`src/dcache_pkg.sv`:
```
package dcache_pkg;

  // bus widths
  localparam int addr_w = 32;
  localparam int data_w = 32;
  localparam int strb_w = data_w / 8;

  // geometry: 8 sets x 6 ways of 32-byte lines
  localparam int num_sets = 8;
  localparam int num_ways = 6;
  localparam int way_w    = $clog2(num_ways);        // 3 bits hold way 0..5
  localparam int index_w  = $clog2(num_sets);
  localparam int offset_w = 5;                       // byte in line
  localparam int word_w   = offset_w - 2;            // word slot in line, also beat number
  localparam int tag_w    = addr_w - index_w - offset_w;
  localparam int line_w   = 8 << offset_w;           // 256 bits
  localparam int beats_per_line = line_w / data_w;

  // memory burst length codes, beats minus one
  localparam int burst_len_w = 8;
  localparam logic [burst_len_w-1:0] line_burst_len   = burst_len_w'(beats_per_line - 1);
  localparam logic [burst_len_w-1:0] single_burst_len = '0;

  localparam int stamp_w = 16;                       // lru last-use stamp, wraps

  // uncached windows: the first line of memory and the io space
  localparam logic [addr_w-1:0] no_cache_mask = 32'hffffffe0;
  localparam logic [addr_w-1:0] io_space_mask = 32'hc0000000;

  // controller states
  localparam int state_w = 4;
  localparam logic [state_w-1:0] st_idle        = 4'd0;
  localparam logic [state_w-1:0] st_rd_rsp      = 4'd1;
  localparam logic [state_w-1:0] st_wr_hit      = 4'd2;
  localparam logic [state_w-1:0] st_wb_req      = 4'd3;
  localparam logic [state_w-1:0] st_wb_drain    = 4'd4;
  localparam logic [state_w-1:0] st_rf_req      = 4'd5;
  localparam logic [state_w-1:0] st_refill      = 4'd6;
  localparam logic [state_w-1:0] st_byp_rd_req  = 4'd7;
  localparam logic [state_w-1:0] st_byp_rd_wait = 4'd8;
  localparam logic [state_w-1:0] st_byp_wr_req  = 4'd9;
  localparam logic [state_w-1:0] st_byp_wr_wait = 4'd10;

endpackage
```
`src/dcache_array_if.sv`:
```
interface dcache_array_if;
  import dcache_pkg::*;

  // lookup, from ctrl
  logic [index_w-1:0]  index;
  logic [tag_w-1:0]    tag;
  logic [word_w-1:0]   word_sel;        // word slot inside the line

  // lookup result, from ways
  logic                hit;
  logic [way_w-1:0]    hit_way;
  logic [data_w-1:0]   hit_word;
  logic [num_ways-1:0] way_valid;       // valid bits of the indexed set

  // line updates, from ctrl
  logic                wr_hit_en;
  logic [data_w-1:0]   wr_data;
  logic [strb_w-1:0]   wr_strb;
  logic                refill_en;       // one pulse per refill beat
  logic [data_w-1:0]   refill_data;
  logic                refill_last;
  logic                touch;           // hit access completes, restamp hit way

  // replacement
  logic [way_w-1:0]    victim_way;      // from victim
  logic                victim_dirty;    // the rest from ways
  logic [tag_w-1:0]    victim_tag;
  logic [line_w-1:0]   victim_line;

  modport ctrl (
    output index, tag, word_sel, wr_hit_en, wr_data, wr_strb,
    output refill_en, refill_data, refill_last, touch,
    input  hit, hit_way, hit_word, victim_dirty, victim_tag
  );

  modport ways (
    input  index, tag, word_sel, wr_hit_en, wr_data, wr_strb,
    input  refill_en, refill_data, refill_last, victim_way,
    output hit, hit_way, hit_word, way_valid, victim_dirty, victim_tag, victim_line
  );

  modport victim (
    input  index, hit_way, way_valid, touch, refill_en, refill_last,
    output victim_way
  );

endinterface

```
`src/dcache_ctrl.sv`:
```
module dcache_ctrl (
  input  logic                               clk,
  input  logic                               rst,
  // cpu side
  input  logic                               req_valid,
  input  logic                               req_wr,
  input  logic [dcache_pkg::addr_w-1:0]      req_addr,
  input  logic [dcache_pkg::data_w-1:0]      req_wdata,
  input  logic [dcache_pkg::strb_w-1:0]      req_wstrb,
  output logic                               req_ready,
  output logic                               rsp_valid,
  output logic [dcache_pkg::data_w-1:0]      rsp_data,
  input  logic                               rsp_ready,
  // memory read
  output logic                               rd_req_valid,
  output logic [dcache_pkg::addr_w-1:0]      rd_req_addr,
  output logic [dcache_pkg::burst_len_w-1:0] rd_req_len,
  input  logic                               rd_req_ready,
  input  logic                               rd_rsp_valid,
  input  logic [dcache_pkg::data_w-1:0]      rd_rsp_data,
  input  logic                               rd_rsp_last,
  output logic                               rd_rsp_ready,
  // memory write request, data goes through wb_buf
  output logic                               wr_req_valid,
  output logic [dcache_pkg::addr_w-1:0]      wr_req_addr,
  output logic [dcache_pkg::burst_len_w-1:0] wr_req_len,
  input  logic                               wr_req_ready,
  dcache_array_if.ctrl                       arr,
  output logic                               wb_load,
  output logic                               wb_single,
  output logic [dcache_pkg::data_w-1:0]      wb_word,
  output logic [dcache_pkg::strb_w-1:0]      wb_strb,
  input  logic                               wb_done
);
  import dcache_pkg::*;

  logic [state_w-1:0] state_q, state_d;
  logic               byp_q;       // current read is uncached
  logic [data_w-1:0]  byp_data_q;  // held bypass read beat
  logic               bypass;
  logic [addr_w-1:0]  line_addr;

  // address split
  assign arr.tag      = req_addr[addr_w-1 -: tag_w];
  assign arr.index    = req_addr[offset_w +: index_w];
  assign arr.word_sel = req_addr[2 +: word_w];

  assign bypass    = ~|(req_addr & no_cache_mask) || |(req_addr & io_space_mask);
  assign line_addr = {req_addr[addr_w-1:offset_w], {offset_w{1'b0}}};

  // write payloads follow the held request
  assign arr.wr_data     = req_wdata;
  assign arr.wr_strb     = req_wstrb;
  assign arr.refill_data = rd_rsp_data;
  assign arr.refill_last = rd_rsp_last;
  assign wb_word         = req_wdata;
  assign wb_strb         = req_wstrb;

  assign rsp_data = byp_q ? byp_data_q : arr.hit_word;

  always_comb begin
    state_d       = state_q;
    req_ready     = 1'b0;
    rsp_valid     = 1'b0;
    rd_req_valid  = 1'b0;
    rd_req_addr   = line_addr;
    rd_req_len    = line_burst_len;
    rd_rsp_ready  = 1'b0;
    wr_req_valid  = 1'b0;
    wr_req_addr   = {arr.victim_tag, arr.index, {offset_w{1'b0}}};  // evicted line
    wr_req_len    = line_burst_len;
    wb_load       = 1'b0;
    wb_single     = 1'b0;
    arr.wr_hit_en = 1'b0;
    arr.refill_en = 1'b0;
    arr.touch     = 1'b0;
    case (state_q)
      st_idle: begin
        if (req_valid) begin
          if (bypass) state_d = req_wr ? st_byp_wr_req : st_byp_rd_req;
          else if (arr.hit) state_d = req_wr ? st_wr_hit : st_rd_rsp;
          else state_d = st_wb_req;  // victim is ready one cycle later
        end
      end
      st_rd_rsp: begin
        rsp_valid = 1'b1;
        if (rsp_ready) begin
          req_ready = 1'b1;
          arr.touch = !byp_q;
          state_d   = st_idle;
        end
      end
      st_wr_hit: begin
        arr.wr_hit_en = 1'b1;
        arr.touch     = 1'b1;
        req_ready     = 1'b1;
        state_d       = st_idle;
      end
      st_wb_req: begin
        if (!arr.victim_dirty) begin
          state_d = st_rf_req;  // clean victim, straight to refill
        end else begin
          wr_req_valid = 1'b1;
          if (wr_req_ready) begin
            wb_load = 1'b1;
            state_d = st_wb_drain;
          end
        end
      end
      st_wb_drain: if (wb_done) state_d = st_rf_req;
      st_rf_req: begin
        rd_req_valid = 1'b1;
        if (rd_req_ready) state_d = st_refill;
      end
      st_refill: begin
        rd_rsp_ready  = 1'b1;
        arr.refill_en = rd_rsp_valid;
        if (rd_rsp_valid && rd_rsp_last) begin
          state_d = req_wr ? st_wr_hit : st_rd_rsp;  // finish as a hit
        end
      end
      st_byp_rd_req: begin
        rd_req_valid = 1'b1;
        rd_req_addr  = req_addr;
        rd_req_len   = single_burst_len;
        if (rd_req_ready) state_d = st_byp_rd_wait;
      end
      st_byp_rd_wait: begin
        rd_rsp_ready = 1'b1;
        if (rd_rsp_valid && rd_rsp_last) state_d = st_rd_rsp;
      end
      st_byp_wr_req: begin
        wr_req_valid = 1'b1;
        wr_req_addr  = req_addr;
        wr_req_len   = single_burst_len;
        if (wr_req_ready) begin
          wb_single = 1'b1;
          state_d   = st_byp_wr_wait;
        end
      end
      st_byp_wr_wait: begin
        if (wb_done) begin
          req_ready = 1'b1;  // write done once the beat is taken
          state_d   = st_idle;
        end
      end
      default: state_d = st_idle;
    endcase
  end

  always_ff @(posedge clk) begin
    if (rst) begin
      state_q <= st_idle;
      byp_q   <= 1'b0;
    end else begin
      state_q <= state_d;
      if (state_q == st_idle && req_valid) byp_q <= bypass;
    end
  end

  always_ff @(posedge clk) begin
    if (state_q == st_byp_rd_wait && rd_rsp_valid) byp_data_q <= rd_rsp_data;
  end

endmodule

```
`src/flat_wrapper.sv`:
```
// flat-port wrapper written by rule: the top's interface ports become plain ports
module dcache_ctrl_flat import dcache_pkg::*;
  (clk, rst, req_valid, req_wr, req_addr, req_wdata, req_wstrb, req_ready, rsp_valid, rsp_data, rsp_ready, rd_req_valid, rd_req_addr, rd_req_len, rd_req_ready, rd_rsp_valid, rd_rsp_data, rd_rsp_last, rd_rsp_ready, wr_req_valid, wr_req_addr, wr_req_len, wr_req_ready, wb_load, wb_single, wb_word, wb_strb, wb_done, arr_index, arr_tag, arr_word_sel, arr_wr_hit_en, arr_wr_data, arr_wr_strb, arr_refill_en, arr_refill_data, arr_refill_last, arr_touch, arr_hit, arr_hit_way, arr_hit_word, arr_victim_dirty, arr_victim_tag);
  dcache_array_if arr_i ();
  input  logic clk;
  input  logic rst;
  input  logic req_valid;
  input  logic req_wr;
  input  logic [dcache_pkg::addr_w-1:0] req_addr;
  input  logic [dcache_pkg::data_w-1:0] req_wdata;
  input  logic [dcache_pkg::strb_w-1:0] req_wstrb;
  output logic req_ready;
  output logic rsp_valid;
  output logic [dcache_pkg::data_w-1:0] rsp_data;
  input  logic rsp_ready;
  output logic rd_req_valid;
  output logic [dcache_pkg::addr_w-1:0] rd_req_addr;
  output logic [dcache_pkg::burst_len_w-1:0] rd_req_len;
  input  logic rd_req_ready;
  input  logic rd_rsp_valid;
  input  logic [dcache_pkg::data_w-1:0] rd_rsp_data;
  input  logic rd_rsp_last;
  output logic rd_rsp_ready;
  output logic wr_req_valid;
  output logic [dcache_pkg::addr_w-1:0] wr_req_addr;
  output logic [dcache_pkg::burst_len_w-1:0] wr_req_len;
  input  logic wr_req_ready;
  output logic wb_load;
  output logic wb_single;
  output logic [dcache_pkg::data_w-1:0] wb_word;
  output logic [dcache_pkg::strb_w-1:0] wb_strb;
  input  logic wb_done;
  output wire logic [$bits(arr_i.index)-1:0] arr_index;
  output wire logic [$bits(arr_i.tag)-1:0] arr_tag;
  output wire logic [$bits(arr_i.word_sel)-1:0] arr_word_sel;
  output wire logic [$bits(arr_i.wr_hit_en)-1:0] arr_wr_hit_en;
  output wire logic [$bits(arr_i.wr_data)-1:0] arr_wr_data;
  output wire logic [$bits(arr_i.wr_strb)-1:0] arr_wr_strb;
  output wire logic [$bits(arr_i.refill_en)-1:0] arr_refill_en;
  output wire logic [$bits(arr_i.refill_data)-1:0] arr_refill_data;
  output wire logic [$bits(arr_i.refill_last)-1:0] arr_refill_last;
  output wire logic [$bits(arr_i.touch)-1:0] arr_touch;
  input wire logic [$bits(arr_i.hit)-1:0] arr_hit;
  input wire logic [$bits(arr_i.hit_way)-1:0] arr_hit_way;
  input wire logic [$bits(arr_i.hit_word)-1:0] arr_hit_word;
  input wire logic [$bits(arr_i.victim_dirty)-1:0] arr_victim_dirty;
  input wire logic [$bits(arr_i.victim_tag)-1:0] arr_victim_tag;
  assign arr_index = arr_i.index;
  assign arr_tag = arr_i.tag;
  assign arr_word_sel = arr_i.word_sel;
  assign arr_wr_hit_en = arr_i.wr_hit_en;
  assign arr_wr_data = arr_i.wr_data;
  assign arr_wr_strb = arr_i.wr_strb;
  assign arr_refill_en = arr_i.refill_en;
  assign arr_refill_data = arr_i.refill_data;
  assign arr_refill_last = arr_i.refill_last;
  assign arr_touch = arr_i.touch;
  assign arr_i.hit = arr_hit;
  assign arr_i.hit_way = arr_hit_way;
  assign arr_i.hit_word = arr_hit_word;
  assign arr_i.victim_dirty = arr_victim_dirty;
  assign arr_i.victim_tag = arr_victim_tag;
  dcache_ctrl u_core (.clk(clk), .rst(rst), .req_valid(req_valid), .req_wr(req_wr), .req_addr(req_addr), .req_wdata(req_wdata), .req_wstrb(req_wstrb), .req_ready(req_ready), .rsp_valid(rsp_valid), .rsp_data(rsp_data), .rsp_ready(rsp_ready), .rd_req_valid(rd_req_valid), .rd_req_addr(rd_req_addr), .rd_req_len(rd_req_len), .rd_req_ready(rd_req_ready), .rd_rsp_valid(rd_rsp_valid), .rd_rsp_data(rd_rsp_data), .rd_rsp_last(rd_rsp_last), .rd_rsp_ready(rd_rsp_ready), .wr_req_valid(wr_req_valid), .wr_req_addr(wr_req_addr), .wr_req_len(wr_req_len), .wr_req_ready(wr_req_ready), .arr(arr_i), .wb_load(wb_load), .wb_single(wb_single), .wb_word(wb_word), .wb_strb(wb_strb), .wb_done(wb_done));
endmodule
```
`config.mk`:
```
export PLATFORM = sky130hd
export DESIGN_NAME = dcache_ctrl_flat
export DESIGN_NICKNAME = d
export VERILOG_FILES = /design/src/dcache_pkg.sv /design/src/dcache_array_if.sv /design/src/dcache_ctrl.sv /design/src/flat_wrapper.sv
export SDC_FILE = /design/constraint.sdc
export NUM_CORES = 1
export LEC_CHECK = 0
export BUFFER_PORTS_ARGS = -buffer_cell sky130_fd_sc_hd__buf_2
export CORE_AREA = 2 2 164 166
export CTS_CLUSTER_SIZE = 25
export DETAILED_ROUTE_END_ITERATION = 10
export DIE_AREA = 0 0 166 168
export GPL_TIMING_DRIVEN = 0
export HOLD_SLACK_MARGIN = 0.12
export MAX_ROUTING_LAYER = met4
export PLACE_DENSITY = 0.39
export SYNTH_ARGS = -nofsm -noshare
export SYNTH_HDL_FRONTEND = slang
export SYNTH_SLANG_ARGS = --single-unit
```
`constraint.sdc`:
```
create_clock -name clk -period 2.1 [get_ports clk]
set_input_delay 0.105 -clock clk [delete_from_list [all_inputs] [get_ports clk]]
set_output_delay 0.105 -clock clk [all_outputs]
set_load 0.005 [all_outputs]
```
==> impl_metrics.tcl <==
set metrics [dict create \
    outcome "finished clean" \
    top_layer_used "met4" \
    critical_path.max_fanout 10 \
    clk_latency_ns 0.28 \
    wl_met1_mm 5.74 \
    hold_slack_ns 0.332 \
    avgViaCountPerCell 3.50 \
    arrival_ns 1.87 \
    numPortBuffers 378 \
    ys_seq_area_share_pct 27.7 \
    routed-wl-met3_mm 1.26 \
    ant_nets 0 \
    setup_viol 0 \
    async_flop_share_pct 0 \
    rsz0062_at_grt "true" \
    setup_tns_ns 0 \
    layout.nets 991 \
    ys_ff_latch 37 \
    fin_worst_skew_ns 0.00260 \
    gp_congestion 0.774 \
    cts_tree "built" \
    wirelength_mm 15.5 \
    met2_length_mm 8.37 \
    fin_ws_ns 0.127 \
    synth.top_cell.area_share_pct 35.5 \
    grt_first_pass_wirelength_mm 22.4 \
    dp_hpwl_mm 13.1 \
    gr-usage-all-layers_pct 10.6 \
    hold_violations 0 \
    ios 428 \
    syn-instance-count 393 \
    grt_max_degree 33 \
    start_util_pct 14.5 \
    area_growth_pct 75.9 \
    clockBufferDepth 2 \
    dieHeight_um 168 \
    maxCapViolations 0 \
    worst_slew_pin_slew_ns 0.667 \
    antenna_found_initial 0 \
    yosysUniqueCellTypes 49 \
    maxSlewHeadroom_pct 55.1 \
    period_share_pct 94.0 \
    power.density_nw_per_um2 609 \
    synth-edff-count 32 \
    required_ns 2.00 \
    ir_drop_mv 0.258 \
    period_needed_ns 1.97 \
    overflow 0 \
    drc 0 \
    die-area_um2 27900 \
    hold_class "input pin to flip-flop" \
    first_global_vias 3958 \
    cts-root-buf "clkbuf_16" \
    p_leak_nw 3.45 \
    fmax_mhz 507 \
    cts_buffers 5 \
    cts-htree-levels 2 \
    critPathLaunchType "flip-flop" \
    synth_area_um2 3820 \
    antenna_cells 0 \
    core_um2 26400 \
    synth_commonest_cells "buf_4, mux2_2, edfxtp_1, and2_1, nor2_1" \
    drive_above_1_share_pct 78.8 \
    yosysTopAreaCell "buf_4" \
    die_w_um 166 \
    drt_iter0_markers 126 \
    numClockSinks 37 \
    avgSynthCellArea_um2 9.73 \
    synth_ff_type "edfxtp_1" \
    dp_slack_ns -0.110 \
    drt_pass1_iterations 5 \
    maxSlewViolCount 0 \
    synthTopCellsByArea "buf_4, edfxtp_1, mux2_2, dfxtp_1, and2_1" \
    critPathKind "flip-flop to output pin" \
    rows 60 \
    endpoint_kind "output pin" \
    yosys_warnings 0 \
    clkSlewWorstSetupHoldPaths_ns 0.06 \
    synth_most_common_cell "buf_4" \
    via_count 4072 \
    utilization_pct 25.5 \
    wl_per_cell_um 13.3 \
]
-- cell type report --
| cell class | count | area, um^2 |
|---|---|---|
| buffer | 193 | 1460 |
| fill | 2904 | 19600 |
| tap | 341 | 427 |
| inverter | 6 | 22.5 |
| sequential | 37 | 1060 |
| timing repair buffer | 412 | 2230 |
| clock buffer | 6 | 129 |
| multi-input combinational | 165 | 1360 |
| clock inverter | 2 | 33.8 |
-- worst max-delay path, cell delays in order, from the launching register on --
cell,delay (ns)
dfxtp_2,0.35
or2b_4,0.30
nor2_4,0.24
buf_8,0.18
mux2_2,0.36
buf_2,0.15
-- path summary, 6_finish.rpt --
| check | slack [ns] | to | cells past startpoint | start |
|---|---|---|---|---|
| min | 0.33 | u_core.state_q[1]$_SDFFE_PP0P_ | 5 | arr_hit |
| max reg2reg | 0.34 | u_core.byp_data_q[1]$_DFFE_PP_ | 3 | u_core.state_q[0]$_SDFFE_PP0P_ |
| min reg2reg | 0.86 | u_core.byp_q$_SDFFE_PP0P_ | 4 | u_core.state_q[3]$_SDFFE_PP0P_ |
| max | 0.13 | wr_req_addr[22] | 5 | u_core.state_q[3]$_SDFFE_PP0P_ |
-- metal layers --
| layer | track usage [%] | vias to the layer above |
|---|---|---|
| met5 | - | - |
| met3 | 2.47 | 9 |
| met1 | 11.5 | 1797 |
| met2 | 20.0 | 254 |
| li1 | - | 2012 |
| met4 | 1.85 | 0 |
-- metrics by stage --
step / instance area [um^2] / std cells / power [mW]
3_5_place_dp: 6180 / 1121 / 3.20
4_1_cts: 6700 / 1162 / 4.17
5_1_grt: 6730 / 1162 / 4.41
2_1_floorplan: 3860 / 402 / 2.33
6_report: 6730 / 1162 / 4.10
3_3_place_gp: 6180 / 1121 / 3.22
-- registers in the layout, summed over array words and instances (netlist names) --
name and flops:
u_core.byp_q 1, u_core.byp_data_q 32, u_core.state_q 4
-- where the power goes --
group	total (mW)	switching, mW	internal (mW)
registers	0.964	0.0610	0.903
clock network	0.852	0.295	0.557
logic	2.28	1.06	1.22
total	4.10	1.42	2.68
-- kinds of logic after synthesis --
kind of cell    Yosys count  share of synthesized area [%]
flops                    37                           27.7
mux                      58                           17.0
simple gates             65                           10.7
compound gates           32                           6.51
buf+inv                 200                           37.9
other cells               1                         0.0980
-- repair_timing --
action / CTS / global route
gates cloned: 0 / 0
resized for setup: 9 / 9
hold buffers: 34 / 0
setup buffers: 0 / 0
pin swaps: 0 / 1
hold endpoints to repair: 34 / 0
setup endpoints to repair: 58 / 56
-- cell usage in the layout (no fill, tap or decap), types with 3 or more instances in the layout --
| cell | synthesis | layout |
|---|---|---|
| o2bb2ai_1 | 3 | 3 |
| mux2_2 | 55 | 55 |
| buf_2 | 5 | 381 |
| a21oi_1 | 9 | 9 |
| dfxtp_1 | 5 | 4 |
| or2_2 | 3 | 3 |
| edfxtp_1 | 32 | 32 |
| o21ai_0 | 3 | 3 |
| nand2_1 | 5 | 5 |
| inv_1 | 6 | 6 |
| nand3b_1 | 3 | 3 |
| conb_1 | 1 | 10 |
| clkbuf_1 | 5 | 3 |
| buf_6 | 2 | 3 |
| nor2_1 | 12 | 11 |
| nand3_1 | 3 | 3 |
| and2_1 | 13 | 12 |
| dlygate4sd3_1 | 0 | 34 |
| nor4_1 | 6 | 6 |
| clkbuf_16 | 0 | 5 |
| buf_4 | 181 | 181 |
| nor3_1 | 5 | 5 |
Power figures use the tool's default switching activity.
