[src/dcache_pkg.sv]
package dcache_pkg;

  // bus widths
  localparam int addr_w = 32;
  localparam int data_w = 32;
  localparam int strb_w = data_w / 8;

  // geometry: 8 sets x 6 ways of 32-byte lines
  localparam int num_sets = 8;
  localparam int num_ways = 6;
  localparam int way_w    = $clog2(num_ways);        // 3 bits hold way 0..5
  localparam int index_w  = $clog2(num_sets);
  localparam int offset_w = 5;                       // byte in line
  localparam int word_w   = offset_w - 2;            // word slot in line, also beat number
  localparam int tag_w    = addr_w - index_w - offset_w;
  localparam int line_w   = 8 << offset_w;           // 256 bits
  localparam int beats_per_line = line_w / data_w;

  // memory burst length codes, beats minus one
  localparam int burst_len_w = 8;
  localparam logic [burst_len_w-1:0] line_burst_len   = burst_len_w'(beats_per_line - 1);
  localparam logic [burst_len_w-1:0] single_burst_len = '0;

  localparam int stamp_w = 16;                       // lru last-use stamp, wraps

  // uncached windows: the first line of memory and the io space
  localparam logic [addr_w-1:0] no_cache_mask = 32'hffffffe0;
  localparam logic [addr_w-1:0] io_space_mask = 32'hc0000000;

  // controller states
  localparam int state_w = 4;
  localparam logic [state_w-1:0] st_idle        = 4'd0;
  localparam logic [state_w-1:0] st_rd_rsp      = 4'd1;
  localparam logic [state_w-1:0] st_wr_hit      = 4'd2;
  localparam logic [state_w-1:0] st_wb_req      = 4'd3;
  localparam logic [state_w-1:0] st_wb_drain    = 4'd4;
  localparam logic [state_w-1:0] st_rf_req      = 4'd5;
  localparam logic [state_w-1:0] st_refill      = 4'd6;
  localparam logic [state_w-1:0] st_byp_rd_req  = 4'd7;
  localparam logic [state_w-1:0] st_byp_rd_wait = 4'd8;
  localparam logic [state_w-1:0] st_byp_wr_req  = 4'd9;
  localparam logic [state_w-1:0] st_byp_wr_wait = 4'd10;

endpackage
[src/dcache_wb_buf.sv]
module dcache_wb_buf (
  input  logic                          clk,
  input  logic                          rst,
  input  logic                          load,    // whole line, 8 beats
  input  logic [dcache_pkg::line_w-1:0] line,
  input  logic                          single,  // one bypass beat
  input  logic [dcache_pkg::data_w-1:0] word,
  input  logic [dcache_pkg::strb_w-1:0] strb,
  output logic                          wr_data_valid,
  output logic [dcache_pkg::data_w-1:0] wr_data,
  output logic [dcache_pkg::strb_w-1:0] wr_data_strb,
  output logic                          wr_data_last,
  input  logic                          wr_data_ready,
  output logic                          done
);
  import dcache_pkg::*;

  logic [line_w-1:0] shift_q;   // next beat sits in the low word
  logic [strb_w-1:0] strb_q;
  logic              valid_q;
  logic              single_q;
  logic [word_w-1:0] beat_q;

  assign wr_data_valid = valid_q;
  assign wr_data       = shift_q[data_w-1:0];
  assign wr_data_strb  = strb_q;
  assign wr_data_last  = single_q || (beat_q == word_w'(beats_per_line - 1));
  assign done          = valid_q && wr_data_ready && wr_data_last;

  always_ff @(posedge clk) begin
    if (rst) begin
      valid_q  <= 1'b0;
      single_q <= 1'b0;
      beat_q   <= '0;
    end else if (load) begin
      valid_q  <= 1'b1;
      single_q <= 1'b0;
      beat_q   <= '0;
    end else if (single) begin
      valid_q  <= 1'b1;
      single_q <= 1'b1;
      beat_q   <= '0;
    end else if (valid_q && wr_data_ready) begin
      valid_q <= !wr_data_last;  // drop after the last beat
      beat_q  <= beat_q + 1'b1;
    end
  end

  always_ff @(posedge clk) begin
    if (load) begin
      shift_q <= line;
      strb_q  <= '1;  // write-back always full words
    end else if (single) begin
      shift_q[data_w-1:0] <= word;
      strb_q              <= strb;
    end else if (valid_q && wr_data_ready) begin
      shift_q <= shift_q >> data_w;
    end
  end

endmodule

[config.mk]
export PLATFORM = sky130hd
export DESIGN_NAME = dcache_wb_buf
export DESIGN_NICKNAME = d
export VERILOG_FILES = /design/src/dcache_pkg.sv /design/src/dcache_wb_buf.sv
export SDC_FILE = /design/constraint.sdc
export NUM_CORES = 1
export LEC_CHECK = 0
export BUFFER_PORTS_ARGS = -buffer_cell sky130_fd_sc_hd__buf_2
export CAP_MARGIN = 30
export CORE_MARGIN = 2
export CORE_UTILIZATION = 54
export CTS_BUF_LIST = sky130_fd_sc_hd__clkbuf_4
export CTS_CLUSTER_DIAMETER = 80
export DETAILED_ROUTE_END_ITERATION = 8
export PLACE_DENSITY = 0.9
export SYNTH_ARGS = -nofsm -noshare
export SYNTH_HDL_FRONTEND = slang
export SYNTH_SLANG_ARGS = --single-unit
[constraint.sdc]
create_clock -name clk -period 20.4 [get_ports clk]
set_clock_uncertainty 0.1 [all_clocks]
set_input_delay 4.08 -clock clk [delete_from_list [all_inputs] [get_ports clk]]
set_output_delay 4.08 -clock clk [all_outputs]
set_load 0.02 [all_outputs]
==> results.sh, run 1 <==
export IMPL_status="finished clean"
export IMPL_htree_num_levels=3
export IMPL_cp_required_ns=16.22
export IMPL_drv_slew=0
export IMPL_regToRegEndpoint="shift_q[242]$_SDFFCE_PN0P_"
export IMPL_worstMarginPinSlew_ns=0.9794
export IMPL_period_share_pct=43.43
export IMPL_finalHoldViolCount=0
export IMPL_drtPass1Iterations=4
export IMPL_synth_commonest_cells="edfxtp_1 (256), mux2_2 (192), buf_4 (36), nand2_1 (34)"
export IMPL_worstSetupPathType="primary input to primary output"
export IMPL_syn_cell_area_um2=11600
export IMPL_syn_avg_cell_area_um2=16.89
export IMPL_cts_made_buffers=70
export IMPL_dr_wl_met3_um=1489
export IMPL_synth_seq_cells=265
export IMPL_holdWs_ns=0.3855
export IMPL_yosys_warnings=0
export IMPL_crit_path_end_kind="primary output"
export IMPL_route_layer_met1_wl_um=8621
export IMPL_finalNonFillerCells=1363
export IMPL_die_area_um2=22670
export IMPL_die_h_um=150.6
export IMPL_grt_max_degree=115
export IMPL_antenna_found_initial=12
export IMPL_via_count=6817
export IMPL_seq_area_frac_synth_pct=67.82
export IMPL_core_area_um2=21020
export IMPL_p_per_area_nw_per_um2=87.86
export IMPL_grt_setup_unrepaired="no"
export IMPL_die_w_um=150.6
export IMPL_path_clk_slew_ns=0.06
export IMPL_setup_viol=0
export IMPL_root_buffer="clkbuf_4"
export IMPL_synth_top_family_by_area="multiplexers"
export IMPL_viasPerCell=5.001
export IMPL_portBuffers=335
export IMPL_grt_pass1_wl_um=34670
export IMPL_period_needed_ns=8.859
export IMPL_syn_nets=986
export IMPL_preCtsSetupSlack_ns=11.55
export IMPL_crit_start="wr_data_ready"
export IMPL_synth_top_area_share_pct=66.26
export IMPL_crit_arrival_ns=4.68
export IMPL_routedWlPerCell_um=17.20
export IMPL_routabilityCongestion=0.7972
export IMPL_cts_resized=0
export IMPL_final_cell_area_um2=14060
export IMPL_rows=53
export IMPL_startpoint_type="primary input"
export IMPL_synth_most_common_cell="edfxtp_1"
export IMPL_synth_largest_area_cell="edfxtp_1"
export IMPL_track_usage_pct=20.07
export IMPL_cts_tree="built"
export IMPL_clk_latency_ns=0.62
export IMPL_wl_um=23450
export IMPL_maxCapViolCount=0
export IMPL_wl_met2_um=12200
export IMPL_fin_ws_ns=11.54
export IMPL_syn_inst=687
export IMPL_synth_area_top_cells="edfxtp_1 (66%), mux2_2 (19%), mux2i_1 (2.8%)"
export IMPL_drc_errors=0
export IMPL_clockBufferDepth=3
export IMPL_max_freq_mhz=112.9
export IMPL_max_slew_margin_pct=34.71
export IMPL_synth_compound_area_share_pct=2.308
export IMPL_pin_count=336
export IMPL_grt_pass1_vias=7162
export IMPL_synth_ff_type="edfxtp_1"
export IMPL_synth_distinct_cells=24
export IMPL_hpwl_um=16250
export IMPL_clock_sinks=265
export IMPL_cts_setup_buffers=0
export IMPL_dr_max_layer_used="met4"
export IMPL_antenna_left=0
export IMPL_postCtsHoldBufs=0
export IMPL_synth_xor_area_share_pct=0
export IMPL_synth_mux_area_fraction_pct=21.40
export IMPL_drive_above_1_share_pct=60.59
export IMPL_synth_edf_count=256
export IMPL_crit_end="done"
export IMPL_nets=1329
export IMPL_postPlaceCellArea_um2=13180
export IMPL_drtIter0Drc=295
export IMPL_async_flop_share_pct=0
export IMPL_rr_worst_depth=4
export IMPL_path_max_fanout=8
export IMPL_yosys_area_share_simple_pct=3.548
export IMPL_p_leak_nw=5.763
export IMPL_grt_overflow=0
export IMPL_ir_drop_mv=0.05520
export IMPL_synthAdderAreaFrac_pct=0.2157
export IMPL_start_util_pct=55.19
export IMPL_r2r_slack_ns=17.00
export IMPL_dp_cells=1233
export IMPL_setup_tns_final_ns=0
export IMPL_reg2reg_from="wr_data_valid$_SDFFE_PP0P_"
export IMPL_hp_class="flop to flop"
export IMPL_area_delta_synth_final_pct=21.18
-- area by class of cell --
cell class	count	area, um^2
flip-flops and latches	265	7868
multi-input cells	350	3198
fillers	1496	6963
repair buffers	343	1767
clock buffers	101	758.2
well taps	275	344.1
clock inverters	17	93.84
diodes	12	30.03
-- critical path, cell delays in order --
cell and delay [ns]:
buf_2 0.16, nand2_1 0.14, nor2b_1 0.13, buf_2 0.16
-- routing by layer --
layer	vias to the layer above	track usage, %
li1	3302	-
met5	-	0
met1	3169	21.54
met4	0	13.69
met2	267	34.20
met3	79	5.879
-- per-stage QoR --
step           utilization, %  total power [mW]
6_report                66.88             1.235
5_1_grt                 66.88             1.297
4_1_cts                 66.73             1.252
3_5_place_dp            62.68            0.8052
3_3_place_gp            62.55            0.7969
2_1_floorplan               -            0.7739
-- report_power, final --
part	switching, mW	total, mW	internal (mW)
sequential	0.0131	0.669	0.656
clock	0.203	0.442	0.239
combinational	0.0590	0.124	0.0650
-- sequential cells by signal (all words and copies together), names as in the netlist --
name and count:
shift_q 256, beat_q 3, single_q 1, wr_data_valid 1, wr_data_strb 4
-- cells in the final DEF (no fill, tap or decap), drive strengths merged, types with 5 or more instances in the layout --
cell type  synthesis  layout
diode              0      12
mux2             192     192
mux2i             32      32
dfxtp              9       9
edfxtp           256     256
nor2b              5       5
clkbuf             8     101
clkinv             0      13
buf               64     343
and2              32      32
o21ai             32      32
nand2             34      34
-- worst min-delay path by stage --
stage                     cells past startpoint             startpoint                     to  slack, ns
after floorplan                               2  single_q$_SDFFE_PP0P_  single_q$_SDFFE_PP0P_       0.35
after global placement                        2  single_q$_SDFFE_PP0P_  single_q$_SDFFE_PP0P_       0.36
after detailed placement                      2  single_q$_SDFFE_PP0P_  single_q$_SDFFE_PP0P_       0.36
after CTS                                     2  single_q$_SDFFE_PP0P_  single_q$_SDFFE_PP0P_       0.38
after global routing                          2  single_q$_SDFFE_PP0P_  single_q$_SDFFE_PP0P_       0.42
final                                         2  single_q$_SDFFE_PP0P_  single_q$_SDFFE_PP0P_       0.39
-- cells by family after synthesis --
| family | count (synthesis) |
|---|---|
| AOI/OAI and AO/OA | 44 |
| adders and majority gates | 2 |
| DFF | 265 |
| muxes | 224 |
| and+or+nand+nor | 80 |
| buffers and inverters | 72 |
Note: power is estimated with default switching activity, not from simulation.
==> run 2, diff against run 1 <==
--- a/config.mk
+++ b/config.mk
@@ -8,11 +8,11 @@
 export BUFFER_PORTS_ARGS = -buffer_cell sky130_fd_sc_hd__buf_2
 export CAP_MARGIN = 30
 export CORE_MARGIN = 2
-export CORE_UTILIZATION = 54
+export CORE_UTILIZATION = 49
 export CTS_BUF_LIST = sky130_fd_sc_hd__clkbuf_4
 export CTS_CLUSTER_DIAMETER = 80
 export DETAILED_ROUTE_END_ITERATION = 8
-export PLACE_DENSITY = 0.9
+export PLACE_DENSITY = 0.86
 export SYNTH_ARGS = -nofsm -noshare
 export SYNTH_HDL_FRONTEND = slang
 export SYNTH_SLANG_ARGS = --single-unit
==> constraint.sdc (replaced) <==
create_clock -name clk -period 8.1 [get_ports clk]
set_clock_uncertainty 0.1 [all_clocks]
set_input_delay 1.62 -clock clk [delete_from_list [all_inputs] [get_ports clk]]
set_output_delay 1.62 -clock clk [all_outputs]
set_load 0.02 [all_outputs]
==> results.sh, run 2 (same netlist as run 1, synthesis figures left out) <==
export IMPL_status="finished clean"
export IMPL_switching_share_pct=21.71
export IMPL_cts_tree="built"
export IMPL_setup_viol=0
export IMPL_track_usage_pct=18.35
export IMPL_grt_setup_unrepaired="no"
export IMPL_p_leak_nw=5.822
export IMPL_use_met3_pct=5.886
export IMPL_pwr_share_comb_pct=9.7
export IMPL_crit_path_end_kind="primary output"
export IMPL_clockBufferDepth=3
export IMPL_p_int_mw=2.526
export IMPL_use_met1_pct=20.11
export IMPL_pin_count=336
export IMPL_nFillCells=1762
export IMPL_drv_slew=0
export IMPL_final_cell_area_um2=14240
export IMPL_p_seq_share_pct=52.2
export IMPL_path_clk_slew_ns=0.06
export IMPL_ir_drop_mv=0.1804
export IMPL_postCtsHoldBufs=0
export IMPL_crit_start="wr_data_ready"
export IMPL_area_delta_synth_final_pct=22.76
export IMPL_largest_reg_flops=256
export IMPL_drive_above_1_share_pct=61.17
export IMPL_routabilityCongestion=0.7688
export IMPL_worstMarginPinSlew_ns=0.9340
export IMPL_p_per_area_nw_per_um2=226.6
export IMPL_grt_util_met2_pct=30.91
export IMPL_startpoint_type="primary input"
export IMPL_drtIter0Drc=437
export IMPL_worstSetupPathType="primary input to primary output"
export IMPL_period_needed_ns=3.963
export IMPL_die_h_um=157.9
export IMPL_core_area_um2=23330
export IMPL_nets=1330
export IMPL_clkPwrFrac_pct=38.1
export IMPL_path_max_fanout=8
export IMPL_antenna_found_initial=8
export IMPL_finalHoldViolCount=0
export IMPL_crit_family="buffers and inverters"
export IMPL_switching_power_uw=700.4
export IMPL_via_count=6824
export IMPL_hpwl_um=15970
export IMPL_clk_latency_ns=0.63
export IMPL_root_buffer="clkbuf_4"
export IMPL_mostFrequentLayoutCell="buf_2"
export IMPL_grt_max_degree=134
export IMPL_cts_setup_buffers=0
export IMPL_hp_class="flop to flop"
export IMPL_portBuffers=335
export IMPL_reg2reg_from="wr_data_valid$_SDFFE_PP0P_"
export IMPL_critPathBufInv=2
export IMPL_drtPass1Iterations=4
export IMPL_grt_pass1_wl_um=34930
export IMPL_worst_path_max_delay_cell="buf_2"
export IMPL_period_share_pct=48.93
export IMPL_setup_tns_final_ns=0
export IMPL_seq_area_um2=7868
export IMPL_grt_pass1_vias=7142
export IMPL_maxCapViolCount=0
export IMPL_max_freq_mhz=252.3
export IMPL_htree_num_levels=3
export IMPL_layout_common_cells="buf_2 (334), edfxtp_1 (256), mux2_2 (192)"
export IMPL_cts_resized=0
export IMPL_wl_um=23610
export IMPL_antenna_left=0
export IMPL_start_util_pct=49.72
export IMPL_max_slew_margin_pct=37.74
export IMPL_cp_required_ns=6.38
export IMPL_drc_errors=0
export IMPL_grt_overflow=0
export IMPL_cts_made_buffers=71
export IMPL_crit_chain="buf_2 -> nand2_1 -> nor2b_1 -> buf_2"
export IMPL_clock_sinks=265
export IMPL_path_common_cell="buf_2"
export IMPL_hp_start="single_q$_SDFFE_PP0P_"
export IMPL_largest_register="shift_q"
export IMPL_max_stage_delay_ns=0.18
export IMPL_postPlaceCellArea_um2=13240
export IMPL_crit_arrival_ns=2.24
export IMPL_viasPerCell=4.843
export IMPL_busiest_layer="met2"
export IMPL_die_w_um=157.9
export IMPL_die_area_um2=24920
export IMPL_multi_input_area_um2=3198
export IMPL_routedWlPerCell_um=16.76
export IMPL_rows=56
run 2: changes by cell type in the layout (fill, tap and decap cells not counted), sizes merged:
cell,delta
inv,-1
clkinv,-8
bufinv,+2
clkinvlp,+1
diode,-1
clkbuf,+9
run 2: worst reg2reg max path, stage by stage (launching register included):
cell and delay, ns:
dfxtp_1 0.49, nand2_1 0.18, o21bai_4 0.27, buf_4 0.34
buf_16 0.34
run 2: area by class of cell:
| type | count | share of cell area, % |
|---|---|---|
| clock buffer | 110 | 5.799 |
| timing repair buffer | 343 | 12.63 |
| clock inverter | 11 | 0.8698 |
| sequential | 265 | 55.24 |
| tap | 319 | 2.803 |
| antenna | 11 | 0.1933 |
| multi-input combinational | 350 | 22.46 |
run 2: final timing paths:
check                           to  slack (ns)  cells after the start
max                           done        4.14                      4
min          single_q$_SDFFE_PP0P_        0.38                      2
max reg2reg  shift_q[77]$_DFFE_PP_        5.98                      4
min reg2reg  single_q$_SDFFE_PP0P_        0.38                      2
run 2: metal layers:
metal  share of wire, %  routed length [um]  up-vias
met5                  0                   0        -
met4                4.0                 937        0
met3                5.8                1376       67
met2                 52               12320      236
met1                 38                8972     3213
li1                   -                   -     3308
run 2: through the flow:
step	hold WS (ns)	power, mW	worst slack [ns]	utilization (%)	instances
3_3_place_gp	0.3623	2.009	4.125	56.61	1275
2_1_floorplan	0.3472	1.931	2.193	-	687
3_5_place_dp	0.3671	2.027	4.115	56.73	1276
6_report	0.3769	3.227	4.137	61.04	1409
5_1_grt	0.4120	3.378	4.061	61.00	1406
4_1_cts	0.3787	3.272	4.114	60.80	1397
run 2: power by group through the flow:
stage | clock (mW) | sequential [mW] | combinational, mW
4_1_cts | 1.27 | 1.68 | 0.316
2_1_floorplan | 0 | 1.71 | 0.223
6_report | 1.23 | 1.68 | 0.314
3_3_place_gp | 0 | 1.71 | 0.300
5_1_grt | 1.34 | 1.69 | 0.344
3_5_place_dp | 0 | 1.71 | 0.313
==> run 3, diff against run 2 <==
--- a/config.mk
+++ b/config.mk
@@ -5,14 +5,15 @@
 export SDC_FILE = /design/constraint.sdc
 export NUM_CORES = 1
 export LEC_CHECK = 0
+export ABC_AREA = 1
 export BUFFER_PORTS_ARGS = -buffer_cell sky130_fd_sc_hd__buf_2
 export CAP_MARGIN = 30
 export CORE_MARGIN = 2
-export CORE_UTILIZATION = 49
+export CORE_UTILIZATION = 54
 export CTS_BUF_LIST = sky130_fd_sc_hd__clkbuf_4
 export CTS_CLUSTER_DIAMETER = 80
 export DETAILED_ROUTE_END_ITERATION = 8
-export PLACE_DENSITY = 0.86
+export PLACE_DENSITY = 0.9
 export SYNTH_ARGS = -nofsm -noshare
 export SYNTH_HDL_FRONTEND = slang
 export SYNTH_SLANG_ARGS = --single-unit
==> constraint.sdc (replaced) <==
create_clock -name clk -period 4.01 [get_ports clk]
set_clock_uncertainty 0.1 [all_clocks]
set_input_delay 0.802 -clock clk [delete_from_list [all_inputs] [get_ports clk]]
set_output_delay 0.802 -clock clk [all_outputs]
set_load 0.02 [all_outputs]
==> results.sh, run 3 <==
export IMPL_die_w_um=151.2
export IMPL_synth_commonest_cells="nand2_1 (722), edfxtp_1 (256), buf_4 (65), inv_1 (37), nand3_1 (36)"
export IMPL_startpoint_type="flop"
export IMPL_synth_seq_cells=265
export IMPL_worstSetupPathType="flop to primary output"
export IMPL_max_freq_mhz=373.7
export IMPL_root_buffer="clkbuf_4"
export IMPL_cts_resized=0
export IMPL_hp_class="primary input to flop"
export IMPL_postPlaceCellArea_um2=13130
export IMPL_cts_tree="built"
export IMPL_seq_area_frac_synth_pct=67.24
export IMPL_synth_ff_type="edfxtp_1"
export IMPL_preCtsSetupSlack_ns=1.271
export IMPL_track_usage_pct=22.03
export IMPL_htree_num_levels=3
export IMPL_maxCapViolCount=0
export IMPL_hpwl_um=17400
export IMPL_via_count=8695
export IMPL_setup_viol=0
export IMPL_path_clk_slew_ns=0.07
export IMPL_syn_cell_area_um2=11700
export IMPL_synth_largest_area_cell="edfxtp_1"
export IMPL_p_per_area_nw_per_um2=450.4
export IMPL_synth_distinct_cells=18
export IMPL_drive_above_1_share_pct=29.53
export IMPL_grt_max_degree=112
export IMPL_area_delta_synth_final_pct=19.89
export IMPL_status="finished clean"
export IMPL_pin_count=336
export IMPL_worstMarginPinSlew_ns=0.9122
export IMPL_worst_path_max_delay_cell="dfxtp_1"
export IMPL_yosys_warnings=0
export IMPL_ir_drop_mv=0.2939
export IMPL_grt_pass1_wl_um=39370
export IMPL_layout_common_cells="nand2_1 (721), buf_2 (334), edfxtp_1 (256)"
export IMPL_grt_setup_unrepaired="no"
export IMPL_clk_latency_ns=0.64
export IMPL_viasPerCell=4.796
export IMPL_drtPass1Iterations=6
export IMPL_drc_errors=0
export IMPL_synth_top_area_share_pct=65.70
export IMPL_crit_chain="ha_1 -> ha_1 -> inv_1 -> nand2_1 -> nand2_1 -> inv_1 -> buf_2"
export IMPL_syn_nets=1461
export IMPL_largest_reg_flops=256
export IMPL_clockBufferDepth=3
export IMPL_die_area_um2=22860
export IMPL_power_mw=6.319
export IMPL_routabilityCongestion=0.7824
export IMPL_crit_arrival_ns=1.77
export IMPL_postCtsHoldBufs=0
export IMPL_synth_edf_count=256
export IMPL_final_cell_area_um2=14030
export IMPL_nets=1787
export IMPL_max_stage_delay_ns=0.33
export IMPL_finalHoldViolCount=0
export IMPL_async_flop_share_pct=0
export IMPL_antenna_found_initial=4
export IMPL_synth_most_common_cell="nand2_1"
export IMPL_period_share_pct=66.74
export IMPL_cts_setup_buffers=0
export IMPL_post_route_util_pct=66.32
export IMPL_syn_avg_cell_area_um2=10.07
export IMPL_antenna_left=0
export IMPL_wl_um=25530
export IMPL_grt_overflow=0
export IMPL_start_util_pct=55.31
export IMPL_max_slew_margin_pct=39.19
export IMPL_largest_register="shift_q"
export IMPL_drtIter0Drc=467
export IMPL_synth_area_top_cells="edfxtp_1 (66%), nand2_1 (23%), buf_4 (4.2%)"
export IMPL_fin_ws_ns=1.334
export IMPL_grt_pass1_vias=8633
export IMPL_portBuffers=335
export IMPL_clock_sinks=265
export IMPL_rows=53
export IMPL_path_max_fanout=2
export IMPL_drv_slew=0
export IMPL_p_leak_nw=6.970
export IMPL_die_h_um=151.2
export IMPL_period_needed_ns=2.676
export IMPL_routedWlPerCell_um=14.08
export IMPL_cp_required_ns=3.11
export IMPL_syn_inst=1162
export IMPL_core_area_um2=21150
export IMPL_cts_made_buffers=69
export IMPL_mostFrequentLayoutCell="nand2_1"
export IMPL_crit_path_end_kind="primary output"
export IMPL_nFillCells=1628
run 3: cell types whose count changed in the layout (fill, tap and decap cells not counted), sizes merged, moves of 3 or more:
cell    change
nand2     +688
mux2      -192
inv        +39
nand3      +34
and2       -32
mux2i      -32
o21ai      -31
clkbuf     -11
clkinv     +10
diode       -7
nor2b       -5
a211o       -4
a21bo       -3
run 3: kinds of logic (layout without fill, tap and decap cells):
group,after synthesis,after routing,synth area share [%]
AND/OR/NAND/NOR,761,761,24.93
flip-flops,265,265,67.24
buffers and inverters,128,500,7.314
AO/OA/AOI/OAI,5,5,0.2352
adder cells (fa/ha/maj),2,2,0.2138
XOR/XNOR,1,1,0.07486
other,0,4,0
run 3: final cells by class:
type	count	area, um^2	area share, %
Sequential cell	265	7868	56.08
Multi-Input combinational cell	769	2997	21.36
Timing Repair Buffer	344	1798	12.82
Antenna cell	4	10.01	0.07135
Clock inverter	19	125.1	0.8919
Clock buffer	98	735.7	5.244
Inverter	39	151.4	1.079
Tap cell	275	344.1	2.453
run 3: routing by layer:
layer  GRT usage, %  vias to the layer above  routed length (um)
met1          24.32                     3869                9471
li1               -                     4391                   -
met4          10.42                        0                 705
met5              0                        -                   0
met2          37.87                      373               12930
met3          7.952                       62                2424
run 3: final timing paths:
check | slack, ns | from | cells past startpoint | endpoint
worst max-delay path | 1.33 | beat_q[0]$_SDFFE_PP0P_ | 7 | done
worst max register to register | 1.81 | wr_data_valid$_SDFFE_PP0P_ | 3 | shift_q[55]$_DFFE_PP_
worst min register to register | 0.36 | wr_data_strb[3]$_SDFFE_PP1P_ | 2 | wr_data_strb[3]$_SDFFE_PP1P_
worst min-delay path | 0.27 | rst | 2 | wr_data_valid$_SDFFE_PP0P_
run 3: metrics by stage:
| stage | hold WS [ns] | instances | TNS (ns) |
|---|---|---|---|
| 5_1_grt | 0.2098 | 1813 | 0 |
| 4_1_cts | 0.2045 | 1808 | 0 |
| 6_report | 0.2660 | 1813 | 0 |
| 2_1_floorplan | 0.3351 | 1162 | -238.76 |
| 3_5_place_dp | 0.3470 | 1691 | 0 |
| 3_3_place_gp | 0.3373 | 1691 | 0 |
run 3: where the power goes:
group	switching [mW]	internal, mW
combinational	0.395	0.244
clock	1.03	1.25
sequential	0.0678	3.33
total	1.49	4.83
run 3: critical path, delay by kind of cell (launching register included):
kind / cells / cell delay, ns
fa+ha+maj: 2 / 0.40
buf+inv: 3 / 0.26
flops: 1 / 0.33
simple gates: 2 / 0.15
